## src/logic/chess_pkg.sv

```systemverilog
package chess_pkg;

    typedef logic [5:0] square_t;
    typedef logic [2:0] coord3_t;

    typedef enum logic [2:0] {
        EMPTY  = 3'd0,
        PAWN   = 3'd1,
        BISHOP = 3'd2,
        KNIGHT = 3'd3,
        ROOK   = 3'd4,
        QUEEN  = 3'd5,
        KING   = 3'd6
    } piece_kind_t;

    typedef enum logic {
        WHITE = 1'b0,
        BLACK = 1'b1
    } side_t;

    typedef struct packed {
        side_t       side;
        piece_kind_t kind;
    } piece_t;

    typedef piece_t [63:0] board_t;

    typedef struct packed {
        logic    valid;
        square_t from_sq;
        square_t to_sq;
    } move_req_t;

    typedef struct packed {
        logic    valid;
        square_t square;
    } select_t;

    // back rank by column, king sits on column 3
    localparam piece_kind_t BACK_RANK [8] = '{ROOK, KNIGHT, BISHOP, KING,
                                              QUEEN, BISHOP, KNIGHT, ROOK};

    // black on rows 0 and 1, white on rows 6 and 7
    function automatic board_t opening_layout();
        board_t b;
        for (int sq = 0; sq < 64; sq++)
        begin
            b[sq].side = (sq >= 48) ? WHITE : BLACK;
            if (sq < 8 || sq >= 56)
                b[sq].kind = BACK_RANK[sq % 8];
            else if (sq < 16 || sq >= 48)
                b[sq].kind = PAWN;
            else
                b[sq].kind = EMPTY;
        end
        return b;
    endfunction

    localparam board_t OPENING = opening_layout();

    // bit row*8+col of the 8x8 cell, row 0 at the top
    localparam logic [63:0] GLYPH [8] = '{
        64'h0000_0000_0000_0000,
        64'h7E18_1818_3C3C_1800,   // pawn
        64'h7E3C_7E6E_5E3C_1800,   // bishop
        64'h7E38_727E_7A3C_0800,   // knight
        64'h7E3C_1818_7E7E_5A00,   // rook
        64'h7E00_3C5A_5A7E_0000,   // queen
        64'h7E3C_7E5A_5A00_5A00,   // king
        64'h0000_0000_0000_0000
    };

    // second player sees the board turned by half a turn
    function automatic square_t view_square(coord3_t row, coord3_t col, side_t player);
        square_t sq;
        sq = {row, col};
        return (player == BLACK) ? 6'd63 - sq : sq;
    endfunction

endpackage

```

## src/logic/oled_pkg.sv

```systemverilog
package oled_pkg;

    localparam int SCREEN_W = 96;
    localparam int SCREEN_H = 64;
    localparam int BOARD_X0 = 16;
    localparam int CELL     = 8;
    localparam int BOARD_X1 = BOARD_X0 + 8 * CELL - 1;

    typedef logic [12:0] pix_index_t;
    typedef logic [6:0]  pix_coord_t;
    typedef logic [15:0] rgb565_t;

    // rgb565 palette
    localparam rgb565_t WHITE_SQ    = 16'b11111_111111_11111;
    localparam rgb565_t BLACK_SQ    = 16'b10010_010011_00010;   // brown
    localparam rgb565_t WHITE_PIECE = 16'b11011_011101_10001;   // pink
    localparam rgb565_t BLACK_PIECE = 16'b00000_000000_00000;
    localparam rgb565_t MARGIN      = 16'b00000_000000_00000;
    localparam rgb565_t CURSOR_FILL = 16'b01111_110111_10111;   // light blue
    localparam rgb565_t CURSOR_EDGE = 16'b00000_000000_00000;

    typedef struct packed {
        logic       cyc;
        logic       stb;
        pix_index_t adr;
    } wb_req_t;

    typedef struct packed {
        rgb565_t dat;
        logic    ack;
    } wb_rsp_t;

    typedef struct packed {
        pix_coord_t x;
        pix_coord_t y;
        logic       left;
    } mouse_t;

endpackage

```

## src/logic/board_ram.sv

```systemverilog
`timescale 1ns/1ps

module board_ram (
    input  logic               clock,
    input  chess_pkg::square_t rd_sq,
    output chess_pkg::piece_t  rd_piece,
    input  logic               wr_en,
    input  chess_pkg::square_t wr_sq,
    input  chess_pkg::piece_t  wr_piece
);
    import chess_pkg::*;

    // one entry per square, row*8+col
    piece_t squares [64];

    always_ff @(posedge clock)
    begin
        if (wr_en)
        begin
            squares[wr_sq] <= wr_piece;
        end
        // registered read, old data on a same-address write
        rd_piece <= squares[rd_sq];
    end

endmodule

```

## src/logic/board_init_counter.sv

```systemverilog
`timescale 1ns/1ps

module board_init_counter (
    input  logic               clock,
    input  logic               rst_n,
    output logic               init_we,
    output chess_pkg::square_t init_sq,
    output chess_pkg::piece_t  init_piece,
    output logic               init_done
);
    import chess_pkg::*;

    square_t sq_cnt;

    always_ff @(posedge clock)
    begin
        if (!rst_n)
        begin
            sq_cnt    <= '0;
            init_done <= 1'b0;
        end
        else if (!init_done)
        begin
            sq_cnt <= sq_cnt + 6'd1;
            // last square written this cycle
            if (sq_cnt == 6'd63)
            begin
                init_done <= 1'b1;
            end
        end
    end

    assign init_we    = !init_done;
    assign init_sq    = sq_cnt;
    assign init_piece = OPENING[sq_cnt];

endmodule

```

## src/logic/render_fsm.sv

```systemverilog
`timescale 1ns/1ps

module render_fsm (
    input  logic                 clock,
    input  logic                 rst_n,
    input  logic                 init_done,
    input  oled_pkg::wb_req_t    wb_req,
    output logic                 ack,
    input  chess_pkg::move_req_t move,
    output logic                 move_ready,
    output logic                 pix_latch,
    input  chess_pkg::square_t   pixel_sq,
    output chess_pkg::square_t   rd_sq,
    input  chess_pkg::piece_t    rd_piece,
    output logic                 wr_en,
    output chess_pkg::square_t   wr_sq,
    output chess_pkg::piece_t    wr_piece,
    output logic                 shade_en
);
    import chess_pkg::*;

    typedef enum logic [3:0] {
        INIT, IDLE, LATCH, READ, SHADE, ACK, MV_READ, MV_PLACE, MV_CLEAR
    } state_t;

    localparam piece_t NO_PIECE = '{side: BLACK, kind: EMPTY};

    state_t  state;
    state_t  state_nxt;
    square_t mv_from;
    square_t mv_to;
    logic    pix_req;
    logic    move_take;

    assign pix_req   = wb_req.cyc && wb_req.stb;
    assign move_take = move.valid && move_ready;

    ////////////////////
    // next state
    ////////////////////

    always_comb
    begin
        state_nxt = state;
        case (state)
            INIT:     if (init_done) state_nxt = IDLE;
            // pixel reads win over moves
            IDLE:
            begin
                if (pix_req)
                    state_nxt = LATCH;
                else if (move_take)
                    state_nxt = MV_READ;
            end
            LATCH:    state_nxt = READ;
            READ:     state_nxt = SHADE;
            SHADE:    state_nxt = ACK;
            ACK:      state_nxt = IDLE;
            MV_READ:  state_nxt = MV_PLACE;
            MV_PLACE: state_nxt = MV_CLEAR;
            MV_CLEAR: state_nxt = IDLE;
            default:  state_nxt = INIT;
        endcase
    end

    always_ff @(posedge clock)
    begin
        if (!rst_n)
            state <= INIT;
        else
            state <= state_nxt;
    end

    always_ff @(posedge clock)
    begin
        if (move_take)
        begin
            mv_from <= move.from_sq;
            mv_to   <= move.to_sq;
        end
    end

    ////////////////////
    // outputs
    ////////////////////

    assign move_ready = (state == IDLE) && init_done && !pix_req;
    assign ack        = (state == ACK);
    assign pix_latch  = (state == LATCH);
    assign shade_en   = (state == SHADE);

    // source square only while fetching the moving piece
    assign rd_sq = (state == MV_READ) ? mv_from : pixel_sq;

    assign wr_en    = (state == MV_PLACE) || (state == MV_CLEAR);
    assign wr_sq    = (state == MV_PLACE) ? mv_to : mv_from;
    assign wr_piece = (state == MV_PLACE) ? rd_piece : NO_PIECE;

endmodule

```

## src/logic/pixel_shader.sv

```systemverilog
`timescale 1ns/1ps

module pixel_shader (
    input  logic                 clock,
    input  logic                 pix_latch,
    input  oled_pkg::pix_index_t adr,
    input  chess_pkg::side_t     player,
    input  oled_pkg::mouse_t     mouse,
    input  logic                 shade_en,
    output chess_pkg::square_t   pixel_sq,
    input  chess_pkg::piece_t    piece,
    output oled_pkg::rgb565_t    colour
);
    import chess_pkg::*;
    import oled_pkg::*;

    pix_index_t        idx_q;
    pix_coord_t        px;
    pix_coord_t        py;
    coord3_t           scr_row;
    coord3_t           scr_col;
    coord3_t           cell_row;
    coord3_t           cell_col;
    logic signed [7:0] dx;
    logic signed [7:0] dy;
    logic              dx_zero;
    logic              dy_zero;
    logic              dx_one;
    logic              dy_one;
    logic              on_cursor;
    logic              on_edge;
    logic              in_margin;
    logic              on_glyph;
    rgb565_t           piece_colour;
    rgb565_t           sq_colour;

    always_ff @(posedge clock)
    begin
        if (pix_latch)
            idx_q <= adr;
    end

    ////////////////////
    // screen geometry
    ////////////////////

    assign px = pix_coord_t'(idx_q % SCREEN_W);
    assign py = pix_coord_t'(idx_q / SCREEN_W);

    // column is meaningless in the margin, margin wins there
    assign scr_col  = coord3_t'((px - BOARD_X0) / CELL);
    assign scr_row  = coord3_t'(py / CELL);
    assign cell_col = coord3_t'(px % CELL);
    assign cell_row = coord3_t'(py % CELL);

    assign pixel_sq = view_square(scr_row, scr_col, player);

    ////////////////////
    // cursor overlay
    ////////////////////

    assign dx = $signed({1'b0, px}) - $signed({1'b0, mouse.x});
    assign dy = $signed({1'b0, py}) - $signed({1'b0, mouse.y});

    assign dx_zero = (dx == 8'sd0);
    assign dy_zero = (dy == 8'sd0);
    assign dx_one  = (dx == 8'sd1) || (dx == -8'sd1);
    assign dy_one  = (dy == 8'sd1) || (dy == -8'sd1);

    // plus shape, then the four corners around it
    assign on_cursor = (dx_zero && (dy_zero || dy_one)) || (dy_zero && dx_one);
    assign on_edge   = dx_one && dy_one;

    ////////////////////
    // board and pieces
    ////////////////////

    assign in_margin    = (px < BOARD_X0) || (px > BOARD_X1);
    assign on_glyph     = GLYPH[piece.kind][{cell_row, cell_col}];
    assign piece_colour = (piece.side == WHITE) ? WHITE_PIECE : BLACK_PIECE;
    // even row+col is a light square
    assign sq_colour    = (scr_row[0] ^ scr_col[0]) ? BLACK_SQ : WHITE_SQ;

    always_ff @(posedge clock)
    begin
        if (shade_en)
        begin
            if (on_cursor)
                colour <= CURSOR_FILL;
            else if (on_edge)
                colour <= CURSOR_EDGE;
            else if (in_margin)
                colour <= MARGIN;
            else if (on_glyph)
                colour <= piece_colour;
            else
                colour <= sq_colour;
        end
    end

endmodule

```

## src/logic/click_decoder.sv

```systemverilog
`timescale 1ns/1ps

module click_decoder (
    input  logic               clock,
    input  logic               rst_n,
    input  chess_pkg::side_t   player,
    input  oled_pkg::mouse_t   mouse,
    output chess_pkg::select_t select
);
    import chess_pkg::*;
    import oled_pkg::*;

    logic    left_q;
    logic    press;
    logic    on_board;
    coord3_t col;
    coord3_t row;

    // only the first sample of a held button counts
    assign press    = mouse.left && !left_q;
    assign on_board = (mouse.x >= BOARD_X0) && (mouse.x <= BOARD_X1) && (mouse.y < SCREEN_H);

    assign col = coord3_t'((mouse.x - BOARD_X0) / CELL);
    assign row = coord3_t'(mouse.y / CELL);

    always_ff @(posedge clock)
    begin
        if (!rst_n)
        begin
            left_q       <= 1'b0;
            select.valid <= 1'b0;
        end
        else
        begin
            left_q       <= mouse.left;
            select.valid <= press && on_board;
        end
        if (press)
            select.square <= view_square(row, col, player);
    end

endmodule

```

## src/logic/board_art.sv

```systemverilog
`timescale 1ns/1ps

module board_art (
    input  logic                 clock,
    input  logic                 rst_n,
    input  chess_pkg::side_t     player,
    input  oled_pkg::wb_req_t    wb_req,
    output oled_pkg::wb_rsp_t    wb_rsp,
    input  chess_pkg::move_req_t move,
    output logic                 move_ready,
    input  oled_pkg::mouse_t     mouse,
    output chess_pkg::select_t   select
);
    import chess_pkg::*;
    import oled_pkg::*;

    square_t rd_sq;
    square_t pixel_sq;
    square_t init_sq;
    square_t fsm_wr_sq;
    square_t ram_wr_sq;
    piece_t  rd_piece;
    piece_t  init_piece;
    piece_t  fsm_wr_piece;
    piece_t  ram_wr_piece;
    logic    init_we;
    logic    init_done;
    logic    fsm_wr_en;
    logic    ram_wr_en;
    logic    pix_latch;
    logic    shade_en;
    logic    ack;
    rgb565_t colour;

    ////////////////////
    // board memory
    ////////////////////

    // counter owns the write port until the layout is loaded
    assign ram_wr_en    = init_done ? fsm_wr_en : init_we;
    assign ram_wr_sq    = init_done ? fsm_wr_sq : init_sq;
    assign ram_wr_piece = init_done ? fsm_wr_piece : init_piece;

    board_init_counter u_init (
        .clock(clock), .rst_n(rst_n), .init_we(init_we),
        .init_sq(init_sq), .init_piece(init_piece), .init_done(init_done)
    );

    board_ram u_ram (
        .clock(clock), .rd_sq(rd_sq), .rd_piece(rd_piece),
        .wr_en(ram_wr_en), .wr_sq(ram_wr_sq), .wr_piece(ram_wr_piece)
    );

    ////////////////////
    // control and pixels
    ////////////////////

    render_fsm u_fsm (
        .clock(clock), .rst_n(rst_n), .init_done(init_done),
        .wb_req(wb_req), .ack(ack), .move(move), .move_ready(move_ready),
        .pix_latch(pix_latch), .pixel_sq(pixel_sq), .rd_sq(rd_sq),
        .rd_piece(rd_piece), .wr_en(fsm_wr_en), .wr_sq(fsm_wr_sq),
        .wr_piece(fsm_wr_piece), .shade_en(shade_en)
    );

    pixel_shader u_shader (
        .clock(clock), .pix_latch(pix_latch), .adr(wb_req.adr),
        .player(player), .mouse(mouse), .shade_en(shade_en),
        .pixel_sq(pixel_sq), .piece(rd_piece), .colour(colour)
    );

    assign wb_rsp = '{dat: colour, ack: ack};

    click_decoder u_click (
        .clock(clock), .rst_n(rst_n), .player(player),
        .mouse(mouse), .select(select)
    );

endmodule

```

## config.mk

```make
export PLATFORM = sky130hd
export DESIGN_NAME = board_art
export DESIGN_NICKNAME = d
export VERILOG_FILES = /design/src/logic/chess_pkg.sv /design/src/logic/oled_pkg.sv /design/src/logic/board_ram.sv /design/src/logic/board_init_counter.sv /design/src/logic/render_fsm.sv /design/src/logic/pixel_shader.sv /design/src/logic/click_decoder.sv /design/src/logic/board_art.sv
export SDC_FILE = /design/constraint.sdc
export NUM_CORES = 1
export LEC_CHECK = 0
export ABC_CLOCK_PERIOD_IN_PS = 11400
export BUFFER_PORTS_ARGS = -buffer_cell sky130_fd_sc_hd__buf_2
export CAP_MARGIN = 25
export CORE_MARGIN = 3
export CORE_UTILIZATION = 45
export CTS_BUF_LIST = sky130_fd_sc_hd__clkbuf_2
export DETAILED_ROUTE_END_ITERATION = 10
export SLEW_MARGIN = 15
export SYNTH_ARGS = -nofsm -noshare
export SYNTH_HDL_FRONTEND = slang
export SYNTH_SLANG_ARGS = --single-unit
```

## constraint.sdc

```tcl
create_clock -name clock -period 11.4 [get_ports clock]
set_input_delay 2.28 -clock clock [delete_from_list [all_inputs] [get_ports clock]]
set_output_delay 2.28 -clock clock [all_outputs]
set_load 0.01 [all_outputs]
```

==> results of run 1 <==
-- sequential cells by signal, summed over array words and instances (netlist names) --
register and flops:
u_click.select 7, u_shader.idx_q 13, u_fsm.mv_from 6, init_piece 4, u_init.init_sq 6, u_ram.squares 256
u_init.init_done 1, u_ram.rd_piece 4, u_fsm.mv_to 6, u_fsm.state 4, u_shader.colour 7, u_click.left_q 1
-- kinds of logic (layout without fill, tap and decap cells) --
| kind of cell | after synthesis | in the layout |
|---|---|---|
| other | 0 | 1 |
| XOR/XNOR | 29 | 29 |
| adder cells (fa/ha/maj) | 26 | 26 |
| multiplexers | 102 | 102 |
| flip-flops | 315 | 315 |
| AO/OA/AOI/OAI | 178 | 178 |
| AND/OR/NAND/NOR | 298 | 298 |
| buffers and inverters | 103 | 262 |
-- power by group --
group | total (mW) | switching (mW) | internal (mW)
logic | 0.186 | 0.118 | 0.0681
clock network | 0.713 | 0.457 | 0.257
registers | 1.31 | 0.0116 | 1.30
-- worst register-to-register path, cell delays in order, from the launching register on --
cell and delay (ns):
edfxtp_1 0.78, ha_1 0.45, nand3b_1 0.15, a31oi_1 0.32, o21ai_1 0.22, mux2i_1 0.26, or2_2 0.36, a221oi_1 0.44
or2_2 0.21, ha_1 0.17, inv_1 0.06, fa_1 0.40, a21o_1 0.19, a21oi_1 0.21, o21bai_1 0.09, a21oi_1 0.17
xnor2_1 0.09, or4_2 0.64, nand2_1 0.15, a211o_1 0.28, o31ai_1 0.11
-- metrics by stage --
step	hold WS [ns]	power (mW)
final	0.6105	2.209
after global routing	0.6578	2.316
after CTS	0.6239	2.241
after detailed placement	0.5913	1.524
after global placement	0.5713	1.520
after floorplan	0.5364	1.455
-- metal layers --
layer / GRT usage (%) / vias to the layer above / routed length, µm
met5: 0 / - / 0
met4: 5.455 / 0 / 626
met3: 4.449 / 57 / 2067
met2: 30.75 / 291 / 16200
met1: 25.68 / 4527 / 14370
li1: - / 4292 / -
-- final cells by class --
class | count | area share, %
clock buffer | 106 | 3.261
clock inverter | 32 | 0.8383
tap | 435 | 3.345
sequential | 315 | 56.85
multi-input combinational | 633 | 31.99
timing repair buffer | 83 | 2.753
antenna | 1 | 0.01538
inverter | 41 | 0.9459
-- path summary, 6_finish.rpt --
kind	start	to	slack [ns]	cells after the start
max	u_shader.idx_q[12]$_DFFE_PP_	u_shader.colour[13]$_SDFFCE_PP1P_	5.44	20
min	u_init.init_sq[2]$_SDFFE_PN0N_	u_init.init_done$_SDFF_PN0_	0.61	2
min reg2reg	u_init.init_sq[2]$_SDFFE_PN0N_	u_init.init_done$_SDFF_PN0_	0.61	2
max reg2reg	u_shader.idx_q[12]$_DFFE_PP_	u_shader.colour[13]$_SDFFCE_PP1P_	5.44	20
-- cells in the mapped netlist, types with 17 or more instances --
library cell / number
edfxtp_1: 294
nor2b_1: 19
nand2_1: 64
nor2_1: 111
nand3_1: 21
a211oi_1: 24
a21oi_1: 42
ha_1: 24
dfxtp_1: 21
o21ai_0: 21
mux2i_1: 31
xnor2_1: 17
clkbuf_1: 30
mux4_2: 64
inv_1: 40
nor3_1: 21
==> impl_results.md, run 1 <==
* Outcome: finished clean
* CP Cell Sequence: ha_1 > nand3b_1 > a31oi_1 > o21ai_1 > mux2i_1 > or2_2 > a221oi_1 > or2_2 > ha_1 > inv_1 > fa_1 > a21o_1 > a21oi_1 > o21bai_1 > a21oi_1 > xnor2_1 > or4_2 > nand2_1 > a211o_1 > o31ai_1
* Compound-Gate Fraction of Synth Area at roughly 8.3%
* Peak VDD IR at ~0.095 mV
* Final Wtd Congestion at 0.7792
* Synth unique cells at 85
* Final Instance Area at about 16000 µm²
* Crit path max-delay family: compound AO/OA/AOI/OAI gates
* Ranking of synthesized cells by area: edfxtp_1 59%, mux4_2 9.7%, dfxtp_1 2.8%, nor2_1 2.8%, mux2i_1 2.1%
* Commonest non-fill, non-tap cell in the layout: edfxtp_1
* WL/cell at a little over 20 µm
* Layout Cells excl Fill at ~1600
* Fmax at 167.8 MHz
* Multiplexer share of the synthesized area at between 10 and 15%
* IO buf count at 70
* HPWL after detailed placement at roughly 22 mm
* Largest fanout on the critical path at 21
* Clock tree root buffer cell: clkbuf_2
* Worst setup margin at roughly 5.4 ns
* Total GRT Usage at between 10% and 20%
* Worst setup SP type: register
* TNS Setup at 0 ns
* Most frequent cells in the layout: 294 x edfxtp_1, 111 x nor2_1, 106 x clkbuf_2
* Critical path class: register to register
* Clock transition at path regs at approximately 0.10 ns
* Minimum clock period at 5.961 ns
* Asr flop ratio synth at 0%
* # clock sinks at approximately 320
* DRT antenna net count at 0
* P_leak at roughly 5.8 nW
* Top-area cell type share of the netlist area at around 59%
* Fin crit share at between 50% and 60%
* Post-route DRC violation count at 0
* Slew HR at between 30% and 40%
* Max Buffers Root-to-Sink at 3
* Buf/Inv on CP at 1
* Dpl cell area at 15590 µm²
* Full die area at 35210 µm²
* # hold bufs at CTS at 0
* Crit path largest cell delay at just under 0.8 ns
* First-pass GRT wire length at around 52 mm
* Largest net degree at the start of global routing at 65
* Clock skew at 0.08726 ns
* Inst Count DP at 1506
* Hold crit path type: register to register
* Top Ports at between 70 and 80
* Gate Count Post-Synth at 1051
* Max stage delay cell, worst path: edfxtp_1
* H-tree level count at 3
* Core ar. at 32040 µm²
* Yosys warning count at 0
* Max_cap viols at 0
* Fraction of layout cells with a size suffix above 1 at 25.54%
* CP Data Arrival Time at 6.55 ns
* Slew Viols, Final at 0
* Antenna violations before repair at 1
* Cts bufs inserted at 80
* Synthesized area at between 10000 and 15000 µm²
* Number of synthesized flops with an enable pin at between 200 and 300
* Num rows at between 60 and 70
* Pre-CTS setup slack at 5.454 ns
* Fillers at around 2800
* Die Y at between 150 and 200 µm
* CTS tree: yes
* Area growth syn-to-layout at 9.564%
* Worst slew pin tran at 0.9470 ns
* TritonRoute pass-1 iters at 5
* Vias in the first global route at approximately 9000
* Avg Inst Size Synth at ~14 µm²
* Clk_lat worst skew at 0.90 ns
* Multi-input gate area at approximately 5200 µm²
* Final Hold Vio Count at 0
* Synth area leader: edfxtp_1
* Register area share after synthesis at 62.29%
* CP Capture Type: register
* Post-Route WL at 33.26 mm
* Synth Area in Simple Gates at 9.774%
* Die X at 187.7 µm
* Starting Density at 46.34%
* Synthesized-area fraction occupied by xor and xnor cells at under 10%
* FF/Latch Area at just over 9000 µm²
* Final setup viols at 0
* RSZ-0062 raised after global routing: no
* Initial DRC count at 584
* Power Dens Cells at 135.8 nW/µm²
* Seq cells post-synth at between 300 and 400
* Final Net Count at between 1000 and 1500
* Vias per inst at 5.569
* Post-Synth Adder-Cell Area at around 2.3%
* Vias at approximately 9000
* Main combinational cell family by area after synthesis: multiplexers
* Post-CTS setup buffer count at 0
* Total congestion overflow at 0
* Synth Flop Type: edfxtp_1
* Worst EP required at about 12 ns
* Post-Route Utilization at 50.77%
* Mapped Nets at between 1000 and 1500
* Number of gates resized after cts at 0
No activity file was read; power rests on OpenSTA's default activity.
==> run 2, diff against run 1 <==
--- a/config.mk
+++ b/config.mk
@@ -5,7 +5,7 @@
 export SDC_FILE = /design/constraint.sdc
 export NUM_CORES = 1
 export LEC_CHECK = 0
-export ABC_CLOCK_PERIOD_IN_PS = 11400
+export ABC_CLOCK_PERIOD_IN_PS = 4800
 export BUFFER_PORTS_ARGS = -buffer_cell sky130_fd_sc_hd__buf_2
 export CAP_MARGIN = 25
 export CORE_MARGIN = 3
==> constraint.sdc (replaced) <==
create_clock -name clock -period 4.8 [get_ports clock]
set_input_delay 0.96 -clock clock [delete_from_list [all_inputs] [get_ports clock]]
set_output_delay 0.96 -clock clock [all_outputs]
set_load 0.01 [all_outputs]
==> impl_results.md, run 2 (synthesis results as in run 1) <==
* CP Capture Type: register
* Cts bufs inserted at 80
* DRT antenna net count at 0
* Sw frac at 26.07%
* CP Data Arrival Time at between 5 and 6 ns
* Vias in the first global route at about 9500
* TritonRoute pass-1 iters at 5
* Die X at 187.7 µm
* Starting Density at between 40% and 50%
* Antenna violations before repair at 2
* Final Net Count at around 1300
* Full die area at 35210 µm²
* Crit path largest cell delay at 0.55 ns
* Num rows at 65
* Pint at 4.002 mW
* Max stage delay cell, worst path: or4_4
* Sequential share of power at between 50% and 60%
* Pre-CTS setup slack at -0.1272 ns
* Final Hold Vio Count at 0
* Minimum clock period at just under 5 ns
* Max Buffers Root-to-Sink at 3
* Post-Route WL at roughly 34 mm
* Hold crit path type: primary input to register
* Commonest non-fill, non-tap cell in the layout: edfxtp_1
* Most frequent cells in the layout: 294 x edfxtp_1, 121 x clkbuf_2, 110 x nor2_1
* P_leak at 6.162 nW
* Final Instance Area at ~17000 µm²
* Area growth syn-to-layout at 15.37%
* Largest net degree at the start of global routing at 65
* Final setup viols at 1
* Post-route DRC violation count at 0
* Dpl cell area at roughly 16000 µm²
* CTS tree: yes
* Slew Viols, Final at 0
* Net Sw Power at between 1 and 1.5 mW
* Total GRT Usage at between 10% and 20%
* Max_cap viols at 0
* Clock power frac at 33.7%
* Buf/Inv on CP at 1
* WL/cell at slightly above 20 µm
* # hold bufs at CTS at 0
* Vias per inst at around 5.4
* Top reg by flops: u_ram.squares
* Clock transition at path regs at 0.12 ns
* Vias at about 9300
* HPWL after detailed placement at roughly 22 mm
* Worst setup margin at -0.01185 ns
* Outcome: finished, violations left
* Fraction of layout cells with a size suffix above 1 at around 33%
* First-pass GRT wire length at approximately 53 mm
* Total congestion overflow at 0
* Power Dens Cells at between 300 and 400 nW/µm²
* Logic gate share of total power at between 8 and 9%
* Worst setup SP type: register
* Core ar. at 32040 µm²
* Initial DRC count at 603
* Final Wtd Congestion at ~0.82
* # clock sinks at roughly 320
* Die Y at approximately 190 µm
* Largest fanout on the critical path at 6
* Crit path max-delay family: simple AND/OR/NAND/NOR gates
* Slew HR at approximately a third
* Top Ports at between 70 and 80
* Worst EP required at 5.51 ns
* Critical path class: register to register
* Fin crit share at 100.2%
* Peak VDD IR at approximately 0.22 mV
* Violated checks: setup timing
* Fmax at 207.8 MHz
* Largest register FFs at 256
* CP Cell Sequence: ha_4 > or3b_4 > a21oi_4 > nor3_4 > and3_4 > or4_4 > o21ba_4 > or2_4 > ha_4 > inv_2 > fa_2 > a21o_1 > a21oi_2 > o21bai_1 > a21oi_2 > xnor2_1 > or4_4 > nor3_2 > a21oi_1 > o32a_4 > o31ai_1
* Worst slew pin tran at roughly 1.0 ns
* Clk_lat worst skew at between 0.9 and 1 ns
* IO buf count at 70
* Clock skew at 0.07442 ns
* Clock tree root buffer cell: clkbuf_2
* Largest regs: u_ram.squares x256, u_shader.idx_q x13
* H-tree level count at 3
* RSZ-0062 raised after global routing: yes
==> run 2: cell types whose count changed in the layout (fill, tap and decap cells not counted), sizes merged <==
cell / delta
inv: -1
bufinv: +1
clkbuf: +17
clkinvlp: -1
clkinv: -7
buf: +46
diode: +2
==> run 2: metal layers <==
layer	track usage [%]	wire length, µm	vias to the layer above
met5	0	0	-
met4	6.291	707	0
met3	3.889	1451	51
met2	31.23	16670	235
met1	26.04	15560	4591
li1	-	-	4402
==> run 2: timing repair <==
action,in CTS,in global routing
setup buffers,3,7
endpoints found under the setup margin,10,11
cloned,0,3
gates resized for setup,17,29
pin swaps,19,23
==> run 2: worst paths after layout <==
kind / from / endpoint / slack (ns) / cells after the start
setup / recovery: u_shader.idx_q[12]$_DFFE_PP_ / u_shader.colour[11]$_SDFFCE_PP1P_ / -0.01 / 21
hold / removal: move[4] / u_fsm.mv_to[4]$_DFFE_PP_ / 0.24 / 1
hold reg to reg: u_init.init_sq[2]$_SDFFE_PN0N_ / u_init.init_done$_SDFF_PN0_ / 0.60 / 2
setup reg to reg: u_shader.idx_q[12]$_DFFE_PP_ / u_shader.colour[11]$_SDFFCE_PP1P_ / -0.01 / 21
==> run 2: area by class of cell <==
cell class | instances | area, µm²
Fill cell | 2725 | 14910
Sequential cell | 315 | 9249
Multi-Input combinational cell | 633 | 5490
Timing Repair Buffer | 131 | 944.7
Clock buffer | 121 | 605.6
Tap cell | 435 | 544.3
Inverter | 41 | 153.9
Clock inverter | 24 | 136.4
Antenna cell | 3 | 7.507
==> run 2: power by group through the flow <==
stage | combinational [mW] | clock [mW] | sequential, mW
detailed placement | 0.463 | 0 | 3.17
finish | 0.483 | 1.83 | 3.10
global placement | 0.456 | 0 | 3.17
floorplan | 0.294 | 0 | 3.16
global route | 0.532 | 2.06 | 3.11
CTS | 0.467 | 1.90 | 3.10
==> run 2: worst reg2reg max path: stages (launching register included) <==
cell and delay [ns]:
edfxtp_1 0.46, ha_4 0.29, or3b_4 0.40, a21oi_4 0.21, nor3_4 0.08, and3_4 0.17, or4_4 0.54, o21ba_4 0.21
or2_4 0.24, ha_4 0.16, inv_2 0.05, fa_2 0.19, a21o_1 0.13, a21oi_2 0.06, o21bai_1 0.16, a21oi_2 0.08
xnor2_1 0.14, or4_4 0.55, nor3_2 0.13, a21oi_1 0.07, o32a_4 0.25, o31ai_1 0.08
==> run 2: stage by stage <==
step / setup TNS [ns] / util (%) / hold WS [ns] / total power, mW / instances
floorplan: -0.4122 / - / 0.5364 / 3.457 / 1051
global placement: -0.01579 / 49.91 / 0.5942 / 3.621 / 1542
detailed placement: -0.7499 / 49.91 / 0.5928 / 3.629 / 1542
CTS: -0.1008 / 52.62 / 0.1230 / 5.474 / 1690
global route: -1.320 / 53.46 / 0.09456 / 5.702 / 1703
finish: -0.01185 / 53.46 / 0.2391 / 5.413 / 1703
